### config.mk
export PLATFORM = sky130hd
export DESIGN_NAME = rom_loader_top
export DESIGN_NICKNAME = d
export VERILOG_FILES = /design/src/logic/loader_cfg_pkg.sv /design/src/logic/loader_bus_pkg.sv /design/src/logic/cart_loader.sv /design/src/logic/load_status.sv /design/src/logic/pif_rom_loader.sv /design/src/logic/rom_loader_top.sv
export SDC_FILE = /design/constraint.sdc
export NUM_CORES = 1
export LEC_CHECK = 0
export ABC_AREA = 1
export BUFFER_PORTS_ARGS = -buffer_cell sky130_fd_sc_hd__buf_2
export CELL_PAD_IN_SITES_DETAIL_PLACEMENT = 0
export CELL_PAD_IN_SITES_GLOBAL_PLACEMENT = 1
export CORE_MARGIN = 4
export CORE_UTILIZATION = 40
export DETAILED_ROUTE_END_ITERATION = 8
export PLACE_DENSITY = 0.81
export SETUP_SLACK_MARGIN = 0.2
export SKIP_LAST_GASP = 1
export SLEW_MARGIN = 20
export SYNTH_ARGS = -nofsm -noshare
export SYNTH_HDL_FRONTEND = slang
export SYNTH_SLANG_ARGS = --single-unit
### constraint.sdc
create_clock -name clk_1x -period 9.9 [get_ports clk_1x]
set_clock_uncertainty 0.05 [all_clocks]
set_input_delay 0.495 -clock clk_1x [delete_from_list [all_inputs] [get_ports clk_1x]]
set_output_delay 0.495 -clock clk_1x [all_outputs]
set_load 0.005 [all_outputs]
### src/logic/loader_cfg_pkg.sv
// loader configuration package
// host download index codes, address widths and the default
// memory map used by the boot-ROM and cartridge loaders

package loader_cfg_pkg;

	// ======================================================================
	// download index codes
	// ======================================================================

	// only the low six index bits select the target
	localparam int unsigned IDX_W = 6;

	// boot ROM of the peripheral interface
	localparam logic [IDX_W-1:0] IDX_PIF_ROM = 6'd0;
	// main cartridge image
	localparam logic [IDX_W-1:0] IDX_CART_MAIN = 6'd1;
	// handheld cartridge image
	localparam logic [IDX_W-1:0] IDX_CART_HANDHELD = 6'd2;

	// ======================================================================
	// address widths
	// ======================================================================

	// byte address into the cartridge RAM, 128 MiB span
	localparam int unsigned RAM_ADDR_W = 27;
	// word address into the boot ROM, 1 K words of 32 bits
	localparam int unsigned PIF_ADDR_W = 10;

	// ======================================================================
	// default memory map
	// ======================================================================

	// main cartridge at 16 MiB
	localparam logic [RAM_ADDR_W-1:0] DEF_CART_MAIN_BASE = 27'h100_0000;
	// handheld cartridge at 8 MiB, below the main image
	localparam logic [RAM_ADDR_W-1:0] DEF_CART_HANDHELD_BASE = 27'h080_0000;

endpackage

### src/logic/loader_bus_pkg.sv
// loader bus package
// beat, write and flag types passed between the loader modules
// and out to the boot ROM and the cartridge RAM

package loader_bus_pkg;

	import loader_cfg_pkg::*;

	// ======================================================================
	// host beat
	// ======================================================================

	// byte view of one beat, high byte first in the packed order
	typedef struct packed {
		logic [7:0] hi;
		logic [7:0] lo;
	} ioctl_bytes_t;

	// boot-ROM path reads bytes, cartridge path reads the half-word
	typedef union packed {
		logic [15:0]  half;
		ioctl_bytes_t bytes;
	} ioctl_word_u;

	// one host beat, strobe high for a single cycle
	typedef struct packed {
		logic                  wr;
		logic [RAM_ADDR_W-1:0] addr;
		logic [7:0]            index;
		ioctl_word_u           dout;
	} ioctl_beat_t;

	// ======================================================================
	// write ports
	// ======================================================================

	// boot-ROM word write
	typedef struct packed {
		logic                  strobe;
		logic [PIF_ADDR_W-1:0] addr;
		logic [31:0]           data;
	} pif_wr_t;

	// cartridge RAM write, acknowledged later by ram_ready
	typedef struct packed {
		logic                  strobe;
		logic [RAM_ADDR_W-1:0] addr;
		logic [31:0]           data;
	} ram_wr_t;

	// registered download-active levels of the cartridge loader
	typedef struct packed {
		logic main;
		logic handheld;
	} load_flags_t;

endpackage

### src/logic/cart_loader.sv
// cartridge loader
// packs pairs of host half-words into 32-bit RAM writes at the
// selected cartridge base and holds the host off with a wait level
// until the RAM acknowledges each write

`timescale 1ns/10ps

module cart_loader
	import loader_cfg_pkg::*, loader_bus_pkg::*;
#(
	parameter logic [RAM_ADDR_W-1:0] CART_MAIN_BASE     = DEF_CART_MAIN_BASE,
	parameter logic [RAM_ADDR_W-1:0] CART_HANDHELD_BASE = DEF_CART_HANDHELD_BASE
) (
	input  logic        clk_1x,
	input  logic        rst_n,
	input  logic        host_download,
	input  logic        ram_ready,
	input  ioctl_beat_t host_beat,
	output ram_wr_t     ram_wr,
	output logic        host_wait,
	output load_flags_t flags
);

	logic                  main_active;
	logic                  handheld_active;
	logic                  cart_active;
	logic [RAM_ADDR_W-1:0] base_sel;
	logic                  wr_strobe;
	logic                  wait_q;
	logic [RAM_ADDR_W-1:0] wr_addr;
	logic [31:0]           wr_data;

	// ======================================================================
	// target select
	// ======================================================================

	// either cartridge download in progress
	assign cart_active = main_active | handheld_active;

	// base follows the registered flag, not the raw index
	assign base_sel = main_active ? CART_MAIN_BASE : CART_HANDHELD_BASE;

	// ======================================================================
	// control: flags, strobe and wait level
	// ======================================================================

	always_ff @(posedge clk_1x) begin
		if (!rst_n) begin
			main_active     <= 1'b0;
			handheld_active <= 1'b0;
			wr_strobe       <= 1'b0;
			wait_q          <= 1'b0;
		end else begin
			main_active <= host_download &
				(host_beat.index[IDX_W-1:0] == IDX_CART_MAIN);
			handheld_active <= host_download &
				(host_beat.index[IDX_W-1:0] == IDX_CART_HANDHELD);

			// single-cycle pulse per finished pair
			wr_strobe <= 1'b0;

			if (cart_active) begin
				if (host_beat.wr && host_beat.addr[1]) begin
					// second half-word in, hold host until RAM answers
					wr_strobe <= 1'b1;
					wait_q    <= 1'b1;
				end else if (ram_ready) begin
					wait_q <= 1'b0;
				end
			end else begin
				// download over, never leave the host stalled
				wait_q <= 1'b0;
			end
		end
	end

	// ======================================================================
	// payload: address and data assembly
	// ======================================================================

	always_ff @(posedge clk_1x) begin
		if (cart_active && host_beat.wr) begin
			if (!host_beat.addr[1]) begin
				// low half first, address wraps within the RAM span
				wr_data[15:0] <= host_beat.dout.half;
				wr_addr       <= host_beat.addr + base_sel;
			end else begin
				wr_data[31:16] <= host_beat.dout.half;
			end
		end
	end

	// word and address stay put while the host waits
	assign ram_wr    = '{strobe: wr_strobe, addr: wr_addr, data: wr_data};
	assign host_wait = wait_q;
	assign flags     = '{main: main_active, handheld: handheld_active};

endmodule

### src/logic/load_status.sv
// load status
// turns the cartridge download flags into the sticky cartridge-loaded
// level, the core reset request and the user LED

`timescale 1ns/10ps

module load_status
	import loader_bus_pkg::*;
(
	input  logic        clk_1x,
	input  logic        rst_n,
	input  logic        ext_reset,
	input  logic        osd_reset,
	input  load_flags_t flags,
	output logic        cart_loaded,
	output logic        core_reset,
	output logic        led_user
);

	// ======================================================================
	// status registers
	// ======================================================================

	always_ff @(posedge clk_1x) begin
		if (!rst_n) begin
			cart_loaded <= 1'b0;
			led_user    <= 1'b0;
			// outside reset sources still pass through
			core_reset  <= ext_reset | osd_reset;
		end else begin
			// a main image stays valid until the next rst_n
			if (flags.main)
				cart_loaded <= 1'b1;

			// core held in reset while the main image streams in
			core_reset <= ext_reset | osd_reset | flags.main;

			// LED lit on any cartridge download
			led_user <= flags.main | flags.handheld;
		end
	end

endmodule

### src/logic/pif_rom_loader.sv
// boot-ROM loader
// packs pairs of host beats into byte-swapped 32-bit words for the
// peripheral interface boot ROM and strobes one write per word

`timescale 1ns/10ps

module pif_rom_loader
	import loader_cfg_pkg::*, loader_bus_pkg::*;
(
	input  logic        clk_1x,
	input  logic        rst_n,
	input  logic        host_download,
	input  ioctl_beat_t host_beat,
	output pif_wr_t     pif_wr
);

	logic                  rom_active;
	logic                  wr_strobe;
	logic [PIF_ADDR_W-1:0] wr_addr;
	logic [31:0]           wr_data;

	// ======================================================================
	// control: active flag and write strobe
	// ======================================================================

	always_ff @(posedge clk_1x) begin
		if (!rst_n) begin
			rom_active <= 1'b0;
			wr_strobe  <= 1'b0;
		end else begin
			// index bit 6 picks the ROM half, so only the low bits match
			rom_active <= host_download & (host_beat.index[IDX_W-1:0] == IDX_PIF_ROM);
			wr_strobe  <= rom_active & host_beat.wr & host_beat.addr[1];
		end
	end

	// ======================================================================
	// payload: word assembly
	// ======================================================================

	always_ff @(posedge clk_1x) begin
		if (rom_active && host_beat.wr) begin
			if (!host_beat.addr[1]) begin
				// first beat fills the upper half, bytes swapped
				wr_data[31:24] <= host_beat.dout.bytes.lo;
				wr_data[23:16] <= host_beat.dout.bytes.hi;
				wr_addr        <= {host_beat.index[6], host_beat.addr[10:2]};
			end else begin
				// second beat completes the word
				wr_data[15:8] <= host_beat.dout.bytes.lo;
				wr_data[7:0]  <= host_beat.dout.bytes.hi;
			end
		end
	end

	assign pif_wr = '{strobe: wr_strobe, addr: wr_addr, data: wr_data};

endmodule

### src/logic/rom_loader_top.sv
// ROM loader top level
// host download path of the console core: boot-ROM loader,
// cartridge loader with RAM back-pressure, and the status combiner

`timescale 1ns/10ps

module rom_loader_top
	import loader_cfg_pkg::*, loader_bus_pkg::*;
#(
	parameter logic [RAM_ADDR_W-1:0] CART_MAIN_BASE     = DEF_CART_MAIN_BASE,
	parameter logic [RAM_ADDR_W-1:0] CART_HANDHELD_BASE = DEF_CART_HANDHELD_BASE
) (
	input  logic        clk_1x,
	input  logic        rst_n,
	// host download stream
	input  logic        host_download,
	input  ioctl_beat_t host_beat,
	output logic        host_wait,
	// boot ROM write port
	output pif_wr_t     pif_wr,
	// cartridge RAM write port
	output ram_wr_t     ram_wr,
	input  logic        ram_ready,
	// reset sources and status
	input  logic        ext_reset,
	input  logic        osd_reset,
	output logic        cart_loaded,
	output logic        core_reset,
	output logic        led_user
);

	// cartridge flags to the status block
	load_flags_t flags;

	// ======================================================================
	// loaders
	// ======================================================================

	// both loaders watch the same stream, index decides who takes it
	pif_rom_loader pif_rom_loader_inst (
		.clk_1x        (clk_1x),
		.rst_n         (rst_n),
		.host_download (host_download),
		.host_beat     (host_beat),
		.pif_wr        (pif_wr)
	);

	cart_loader #(
		.CART_MAIN_BASE     (CART_MAIN_BASE),
		.CART_HANDHELD_BASE (CART_HANDHELD_BASE)
	) cart_loader_inst (
		.clk_1x        (clk_1x),
		.rst_n         (rst_n),
		.host_download (host_download),
		.ram_ready     (ram_ready),
		.host_beat     (host_beat),
		.ram_wr        (ram_wr),
		.host_wait     (host_wait),
		.flags         (flags)
	);

	// ======================================================================
	// status
	// ======================================================================

	load_status load_status_inst (
		.clk_1x      (clk_1x),
		.rst_n       (rst_n),
		.ext_reset   (ext_reset),
		.osd_reset   (osd_reset),
		.flags       (flags),
		.cart_loaded (cart_loaded),
		.core_reset  (core_reset),
		.led_user    (led_user)
	);

endmodule

==> results of run 1 <==
## registers in the layout, summed over array words and instances (netlist names)
signal                            count
pif_rom_loader_inst.wr_strobe         1
pif_rom_loader_inst.wr_addr          10
cart_loader_inst.main_active          1
load_status_inst.core_reset           1
cart_loader_inst.wr_strobe            1
pif_rom_loader_inst.rom_active        1
pif_rom_loader_inst.wr_data          32
cart_loader_inst.wr_addr             27
cart_loader_inst.handheld_active      1
load_status_inst.cart_loaded          1
cart_loader_inst.host_wait            1
cart_loader_inst.wr_data             32
load_status_inst.led_user             1
## cells by family after synthesis
group / after synthesis
xor gates and xnor gates: 1
and+or+nand+nor: 33
AOI/OAI and AO/OA: 2
DFF: 110
buffers and inverters: 15
adders and majority gates: 3
## where the power goes
| group | internal [W] | leakage (nW) | switching (W) | total (W) |
|---|---|---|---|---|
| Sequential | 0.000507 | 0.980 | 0.000000182 | 0.000507 |
| Clock | 0.0000946 | 0.0858 | 0.000150 | 0.000245 |
| Combinational | 0.0000103 | 0.807 | 0.0000111 | 0.0000214 |
| Total | 0.000612 | 1.87 | 0.000162 | 0.000773 |
## cell usage after synthesis, drive strengths merged
| cell | number | area, um^2 |
|---|---|---|
| inv | 13 | 48.8 |
| ha | 2 | 25.0 |
| nand3 | 6 | 30.0 |
| edfxtp | 101 | 3030 |
| dfxtp | 9 | 180 |
| o21ai | 2 | 10.0 |
| fa | 1 | 20.0 |
| nor3 | 4 | 25.0 |
| xnor2 | 1 | 8.76 |
| nand2 | 8 | 30.0 |
| nor2 | 15 | 71.3 |
| buf | 2 | 15.0 |
## how the worst min path moves through the flow
| stage | startpoint | endpoint | slack, ns | cells after the start |
|---|---|---|---|---|
| after floorplan | pif_rom_loader_inst.rom_active | pif_rom_loader_inst.wr_strobe | 0.40 | 2 |
| after global placement | load_status_inst.cart_loaded | load_status_inst.cart_loaded | 0.41 | 2 |
| after detailed placement | load_status_inst.cart_loaded | load_status_inst.cart_loaded | 0.42 | 2 |
| after CTS | host_beat[24] | cart_loader_inst.wr_addr[0] | 0.23 | 1 |
| after global routing | host_beat[35] | cart_loader_inst.wr_addr[11] | 0.22 | 1 |
| final | host_beat[36] | cart_loader_inst.wr_addr[12] | 0.25 | 1 |
## through the flow
stage / hold WS [ns] / cells / utilization, % / power [W] / setup WS [ns]
after floorplan: 0.397 / 164 / - / 0.000522 / 5.85
after global placement: 0.409 / 434 / 53.6 / 0.000537 / 8.16
after detailed placement: 0.416 / 434 / 53.6 / 0.000539 / 8.14
after CTS: 0.230 / 450 / 55.7 / 0.000781 / 8.27
after global routing: 0.218 / 450 / 55.7 / 0.000804 / 8.19
final: 0.247 / 450 / 55.7 / 0.000773 / 8.29
## area by class of cell
cell class / instances / share of cell area (%)
Clock buffer: 9 / 2.66
Clock inverter: 7 / 1.21
Inverter: 13 / 1.05
Multi-Input combinational cell: 39 / 4.95
Sequential cell: 110 / 69.1
Tap cell: 105 / 2.83
Timing Repair Buffer: 167 / 18.2
## per-layer routing
metal	share of wire [%]	up-vias	GRT usage [%]
met5	0	-	0
met4	2.8	0	7.46
met3	10	17	4.13
met2	52	106	24.2
met1	35	933	15.4
li1	-	951	-
## cell usage in the layout, fill, tap and decap left out
cell        synthesis  final
buf_2               0    163
edfxtp_1          101    101
nor2_1             13     13
inv_1              12     12
dfxtp_1             9      9
clkbuf_8            0      9
nand2_1             8      8
nand3_1             6      6
buf_4               2      4
nor3_2              1      3
nor2_4              2      2
ha_1                2      2
inv_6               0      2
clkinvlp_4          0      2
xnor2_1             1      1
inv_2               1      1
o21ai_1             1      1
nor3_1              3      1
o21ai_0             1      1
fa_1                1      1
clkinv_4            0      1
clkinv_1            0      1
inv_8               0      1
==> tab_implementation.tex, run 1 <==
\begin{tabular}{lr}
\hline
Metric & Value \\
\hline
\multicolumn{2}{l}{\textbf{Outcome}} \\
Run status & finished, final reports clean \\
\multicolumn{2}{l}{\textbf{Power and ir drop}} \\
Peak ir drop on the vdd network & 0.0670 mV \\
Total power divided by cell area & 166 nW/um\^{}2 \\
Standby leakage power & 1.87 nW \\
\multicolumn{2}{l}{\textbf{Clock tree}} \\
Clock tree from TritonCTS & yes \\
Register clock-pin slew on the reported worst setup and hold paths & 0.10 ns \\
\# resized after CTS & 0 \\
Source-to-sink clock delay at the later pin of the worst-skew pair & 0.35 ns \\
Number of sinks on the clock net & 110 \\
Count of hold-fix buffers inserted at cts & 0 \\
Bufs on Longest Clock Path & 2 \\
CTS buffer count & 9 \\
Maximum level of the CTS H-tree & 3 \\
Clock tree root buffer cell & clkbuf\_8 \\
Count of buffers added by post-CTS timing repair for setup & 0 \\
\multicolumn{2}{l}{\textbf{Synth}} \\
Post-synthesis instance area & 3500 um\^{}2 \\
Dominant combinational cell family by area after synthesis & simple AND/OR/NAND/NOR gates \\
Number of standard cells after synthesis & 164 \\
Count of different cell masters after synthesis & 16 \\
Post-Syn Nets & 225 \\
Synthesized-area fraction occupied by xor and xnor cells & 0.250\% \\
Mux cell area share after synthesis & 0\% \\
Compound-Gate Fraction of Synth Area & 0.286\% \\
Number of storage elements in the synthesis netlist & 110 \\
Proportion of synthesized chip area in sequential cells & 91.9\% \\
Simple-gate share of the synthesized area & 4.47\% \\
Synth Area per Inst & 21.3 um\^{}2 \\
Adder-cell area share of the yosys netlist & 1.29\% \\
Yosys warning total & 0 \\
\multicolumn{2}{l}{\textbf{Layout}} \\
Antenna Cells & 0 \\
Fraction of final layout cells sized beyond drive strength 1 & 54.5\% \\
Number of nets in the layout & 401 \\
Growth of design area from synthesis to finish & 33.0\% \\
Count of filler cells inserted in the layout & 707 \\
Final Cell Area & 4650 um\^{}2 \\
Combined flip-flop and latch cell area & 3210 um\^{}2 \\
Area taken by multi-input logic gates & 230 um\^{}2 \\
\multicolumn{2}{l}{\textbf{Setup path}} \\
Number of cells on the worst reg-to-reg path & 5 \\
Setup slack on the worst flop-to-flop path & 8.29 ns \\
Type of element capturing the critical path & flip-flop \\
Kind of launch point of the worst setup path & flip-flop \\
Critical register-to-register path endpoint & cart\_loader\_inst.wr\_addr[24] \\
Biggest fanout along the worst timing path & 4 \\
Cells along the critical path & inv\_1, ha\_1, inv\_1, fa\_1, inv\_1 \\
Reg-to-reg critical path startpoint & cart\_loader\_inst.main\_active \\
Largest delay contributor family on the critical path & adder cells \\
Most common cell type on the critical path & inv\_1 \\
Setup Crit Path Kind & reg2reg \\
Critical Path Slowest Stage Cell & fa\_1 \\
Number of cells on the critical path & 5 \\
Crit. Startpoint & cart\_loader\_inst.main\_active \\
Number of buffer and inverter instances along the worst setup path & 3 \\
Slowest cell delay on critical path & 0.49 ns \\
Setup crit end & cart\_loader\_inst.wr\_addr[24] \\
Arrival time worst endpoint & 1.69 ns \\
Required time at the endpoint of the critical path & 9.97 ns \\
\multicolumn{2}{l}{\textbf{Floorplanning}} \\
Starting density of the core & 41.9\% \\
Number of top-level pins & 165 \\
Site Rows & 33 \\
Die span in x & 102 um \\
Total die area & 10300 um\^{}2 \\
Core Region & 8340 um\^{}2 \\
Die extent in y & 102 um \\
\multicolumn{2}{l}{\textbf{Job}} \\
Max\_cap viols & 0 \\
\multicolumn{2}{l}{\textbf{GRT}} \\
Antenna violations before repair & 0 \\
Global-route wire length before repair & 10500 um \\
Via count of the first global-routing pass & 2035 \\
GRT overflow & 0 \\
Overall global routing resource usage & 14.0\% \\
Maximum number of pins on one net before global-route repair & 44 \\
\multicolumn{2}{l}{\textbf{Drt}} \\
WL final & 7370 um \\
Routed via count divided by cell count & 4.46 \\
Antenna Nets Post-Route & 0 \\
Number of DRC violations after detailed routing & 0 \\
Number of design-rule violations left by the first detailed-router iteration & 32 \\
Total number of vias & 2007 \\
First-pass detailed-route iteration total & 4 \\
WL/cell & 16.4 um \\
\multicolumn{2}{l}{\textbf{Placed design}} \\
Weighted congestion reported at the end of routability-driven placement & 0.755 \\
Total half-perimeter wirelength after legalization and detailed placement & 5440 um \\
Total of buffers placed on input and output ports & 163 \\
Placed standard-cell area & 4470 um\^{}2 \\
\multicolumn{2}{l}{\textbf{Timing}} \\
Max Fclk & 620 MHz \\
Fin. max-slew vios & 0 \\
Slew Limit Headroom & 62.3\% \\
Final setup violation count & 0 \\
Final-report hold violation count & 0 \\
Final critical delay including setup and external delays & 1.61 ns \\
Worst Max-Slew Pin Slew & 0.565 ns \\
Setup TNS & 0 ns \\
Setup repair after global routing missed its margin & no \\
Period utilisation layout & 16.3\% \\
\multicolumn{2}{l}{\textbf{Hold path}} \\
Type of the most critical hold path & in2reg \\
\hline
\end{tabular}
No activity file was read; power rests on OpenSTA's default activity.
==> run 2, diff against run 1 <==
--- a/config.mk
+++ b/config.mk
@@ -10,9 +10,9 @@
 export CELL_PAD_IN_SITES_DETAIL_PLACEMENT = 0
 export CELL_PAD_IN_SITES_GLOBAL_PLACEMENT = 1
 export CORE_MARGIN = 4
-export CORE_UTILIZATION = 40
+export CORE_UTILIZATION = 37
 export DETAILED_ROUTE_END_ITERATION = 8
-export PLACE_DENSITY = 0.81
+export PLACE_DENSITY = 0.76
 export SETUP_SLACK_MARGIN = 0.2
 export SKIP_LAST_GASP = 1
 export SLEW_MARGIN = 20
==> constraint.sdc (replaced) <==
create_clock -name clk_1x -period 1.6 [get_ports clk_1x]
set_clock_uncertainty 0.05 [all_clocks]
set_input_delay 0.08 -clock clk_1x [delete_from_list [all_inputs] [get_ports clk_1x]]
set_output_delay 0.08 -clock clk_1x [all_outputs]
set_load 0.005 [all_outputs]
==> tab_implementation.tex, run 2 (synthesis gave the netlist of run 1 again) <==
\begin{tabular}{lr}
\hline
Metric & Value \\
\hline
\multicolumn{2}{l}{\textbf{Outcome}} \\
Run status & finished, violations left (was finished, final reports clean) \\
Violated checks & hold timing \\
\multicolumn{2}{l}{\textbf{Job}} \\
Max\_cap viols & 0 (unchanged) \\
\multicolumn{2}{l}{\textbf{Layout}} \\
Fraction of final layout cells sized beyond drive strength 1 & 48.8\% (was 54.5\%) \\
Growth of design area from synthesis to finish & 53.6\% (was 33.0\%) \\
Antenna Cells & 0 (unchanged) \\
Biggest registers after layout & cart\_loader\_inst.wr\_data: 32 flops, pif\_rom\_loader\_inst.wr\_data: 32 flops, cart\_loader\_inst.wr\_addr: 27 flops (unchanged) \\
Most frequent cells in the layout & buf\_2 (163), edfxtp\_1 (101), dlygate4sd3\_1 (55) (was buf\_2 (163), edfxtp\_1 (101), nor2\_1 (13)) \\
Final Cell Area & 5370 um\^{}2 (was 4650 um\^{}2) \\
Most frequent standard cell in the layout excluding fill and tap cells & buf\_2 (unchanged) \\
Number of nets in the layout & 464 (was 401) \\
\multicolumn{2}{l}{\textbf{Setup path}} \\
Arrival time worst endpoint & 1.61 ns (was 1.69 ns) \\
Required time at the endpoint of the critical path & 1.84 ns (was 9.97 ns) \\
Slowest cell delay on critical path & 0.58 ns (was 0.49 ns) \\
Type of element capturing the critical path & flip-flop (unchanged) \\
Biggest fanout along the worst timing path & 2 (was 4) \\
Largest delay contributor family on the critical path & buffers and inverters (was adder cells) \\
Setup Crit Path Kind & in2reg (was reg2reg) \\
Kind of launch point of the worst setup path & primary input (was flip-flop) \\
Number of buffer and inverter instances along the worst setup path & 3 (unchanged) \\
Cells along the critical path & dlygate4sd3\_1, buf\_2, nor2\_1, nand3\_1, dlygate4sd3\_1, nor2\_1 (was inv\_1, ha\_1, inv\_1, fa\_1, inv\_1) \\
Critical Path Slowest Stage Cell & dlygate4sd3\_1 (was fa\_1) \\
\multicolumn{2}{l}{\textbf{Floorplanning}} \\
Starting density of the core & 37.8\% (was 41.9\%) \\
Die extent in y & 105 um (was 102 um) \\
Site Rows & 35 (was 33) \\
Core Region & 9240 um\^{}2 (was 8340 um\^{}2) \\
Total die area & 11100 um\^{}2 (was 10300 um\^{}2) \\
Die span in x & 105 um (was 102 um) \\
Number of top-level pins & 165 (unchanged) \\
\multicolumn{2}{l}{\textbf{Placed design}} \\
Total of buffers placed on input and output ports & 163 (unchanged) \\
Weighted congestion reported at the end of routability-driven placement & 0.734 (was 0.755) \\
Placed standard-cell area & 4560 um\^{}2 (was 4470 um\^{}2) \\
Total half-perimeter wirelength after legalization and detailed placement & 5450 um (was 5440 um) \\
\multicolumn{2}{l}{\textbf{Clock tree}} \\
Maximum level of the CTS H-tree & 3 (unchanged) \\
Clock tree root buffer cell & clkbuf\_8 (unchanged) \\
Source-to-sink clock delay at the later pin of the worst-skew pair & 0.35 ns (about the same) \\
Register clock-pin slew on the reported worst setup and hold paths & 0.09 ns (was 0.10 ns) \\
Number of sinks on the clock net & 110 (unchanged) \\
CTS buffer count & 9 (unchanged) \\
Clock tree from TritonCTS & yes (unchanged) \\
Bufs on Longest Clock Path & 2 (unchanged) \\
\multicolumn{2}{l}{\textbf{Hold path}} \\
Type of the most critical hold path & in2reg (unchanged) \\
\multicolumn{2}{l}{\textbf{Timing}} \\
Smallest hold slack & -0.0215 ns (was 0.247 ns) \\
Setup repair after global routing missed its margin & yes (was no) \\
Final critical delay including setup and external delays & 1.37 ns \\
Final setup violation count & 0 (unchanged) \\
Worst Max-Slew Pin Slew & 0.221 ns (was 0.565 ns) \\
Final-report hold violation count & 1 (was 0) \\
Slew Limit Headroom & 85.3\% (was 62.3\%) \\
Period utilisation layout & 85.5\% \\
Max Fclk & 731 MHz \\
Fin. max-slew vios & 0 (unchanged) \\
Setup TNS & 0 ns (unchanged) \\
\multicolumn{2}{l}{\textbf{Drt}} \\
Number of DRC violations after detailed routing & 0 (unchanged) \\
First-pass detailed-route iteration total & 6 (was 4) \\
WL/cell & 15.2 um (was 16.4 um) \\
Total number of vias & 2277 (was 2007) \\
Antenna Nets Post-Route & 0 (unchanged) \\
Number of design-rule violations left by the first detailed-router iteration & 49 (was 32) \\
WL final & 8160 um (was 7370 um) \\
Routed via count divided by cell count & 4.24 (was 4.46) \\
\multicolumn{2}{l}{\textbf{GRT}} \\
Antenna violations before repair & 0 (unchanged) \\
Overall global routing resource usage & 14.9\% (was 14.0\%) \\
Global-route wire length before repair & 12700 um (was 10500 um) \\
Maximum number of pins on one net before global-route repair & 30 (was 44) \\
Via count of the first global-routing pass & 2443 (was 2035) \\
GRT overflow & 0 (unchanged) \\
\multicolumn{2}{l}{\textbf{Power and ir drop}} \\
Total power divided by cell area & 905 nW/um\^{}2 (was 166 nW/um\^{}2) \\
Standby leakage power & 2.16 nW (was 1.87 nW) \\
Peak ir drop on the vdd network & 0.374 mV (was 0.0670 mV) \\
\hline
\end{tabular}
[run 2: repair_timing]
action | in CTS | in global routing
hold buffers | 56 | 0
pin swaps | 1 | 3
gates cloned | 0 | 1
endpoints found under the hold margin | 108 | 0
gates resized for setup | 3 | 5
setup buffers | 2 | 1
endpoints found under the setup margin | 2 | 40
[run 2: stage by stage]
step	power (W)	std cells	hold WS [ns]	utilization, %	setup slack (ns)
5_1_grt	0.00508	537	0.00155	58.1	0.180
4_1_cts	0.00491	536	0.0371	57.5	0.202
2_1_floorplan	0.00323	164	0.129	-	-0.357
3_3_place_gp	0.00333	462	0.207	49.3	0.163
6_report	0.00486	537	-0.0215	58.1	0.232
3_5_place_dp	0.00334	462	0.208	49.3	0.153
[run 2: per-layer routing]
metal | track usage, % | routed length (um) | vias up | share of wire (%)
met5 | 0 | 0 | - | 0
met4 | 4.50 | 83 | 0 | 1.0
met3 | 5.21 | 623 | 8 | 7.6
met2 | 26.3 | 4230 | 106 | 52
met1 | 16.9 | 3230 | 1084 | 40
li1 | - | - | 1079 | -
[run 2: worst min-delay path: stages]
cell,delay [ns]
buf_2,0.09
nor2_1,0.04
nand3_1,0.08
nor2_1,0.05
[run 2: power by group]
group	switching [W]	internal, W
Sequential	0.00000116	0.00313
Combinational	0.0000886	0.000152
Clock	0.000908	0.000576
[run 2: area by class of cell]
type / count / area (um^2)
Clock buffer: 10 / 128
Fill cell: 733 / 3870
Inverter: 13 / 51.3
Sequential cell: 110 / 3220
Multi-Input combinational cell: 39 / 258
Clock inverter: 6 / 46.3
Timing Repair Buffer: 230 / 1510
Tap cell: 129 / 161
[run 2: worst paths after layout]
path / start / to / slack (ns) / depth (start not counted)
max: host_beat[16] / cart_loader_inst.handheld_active / 0.23 / 6
max reg2reg: cart_loader_inst.main_active / cart_loader_inst.wr_addr[25] / 0.24 / 5
min reg2reg: load_status_inst.cart_loaded / load_status_inst.cart_loaded / 0.46 / 2
min: host_beat[19] / pif_rom_loader_inst.rom_active / -0.02 / 4
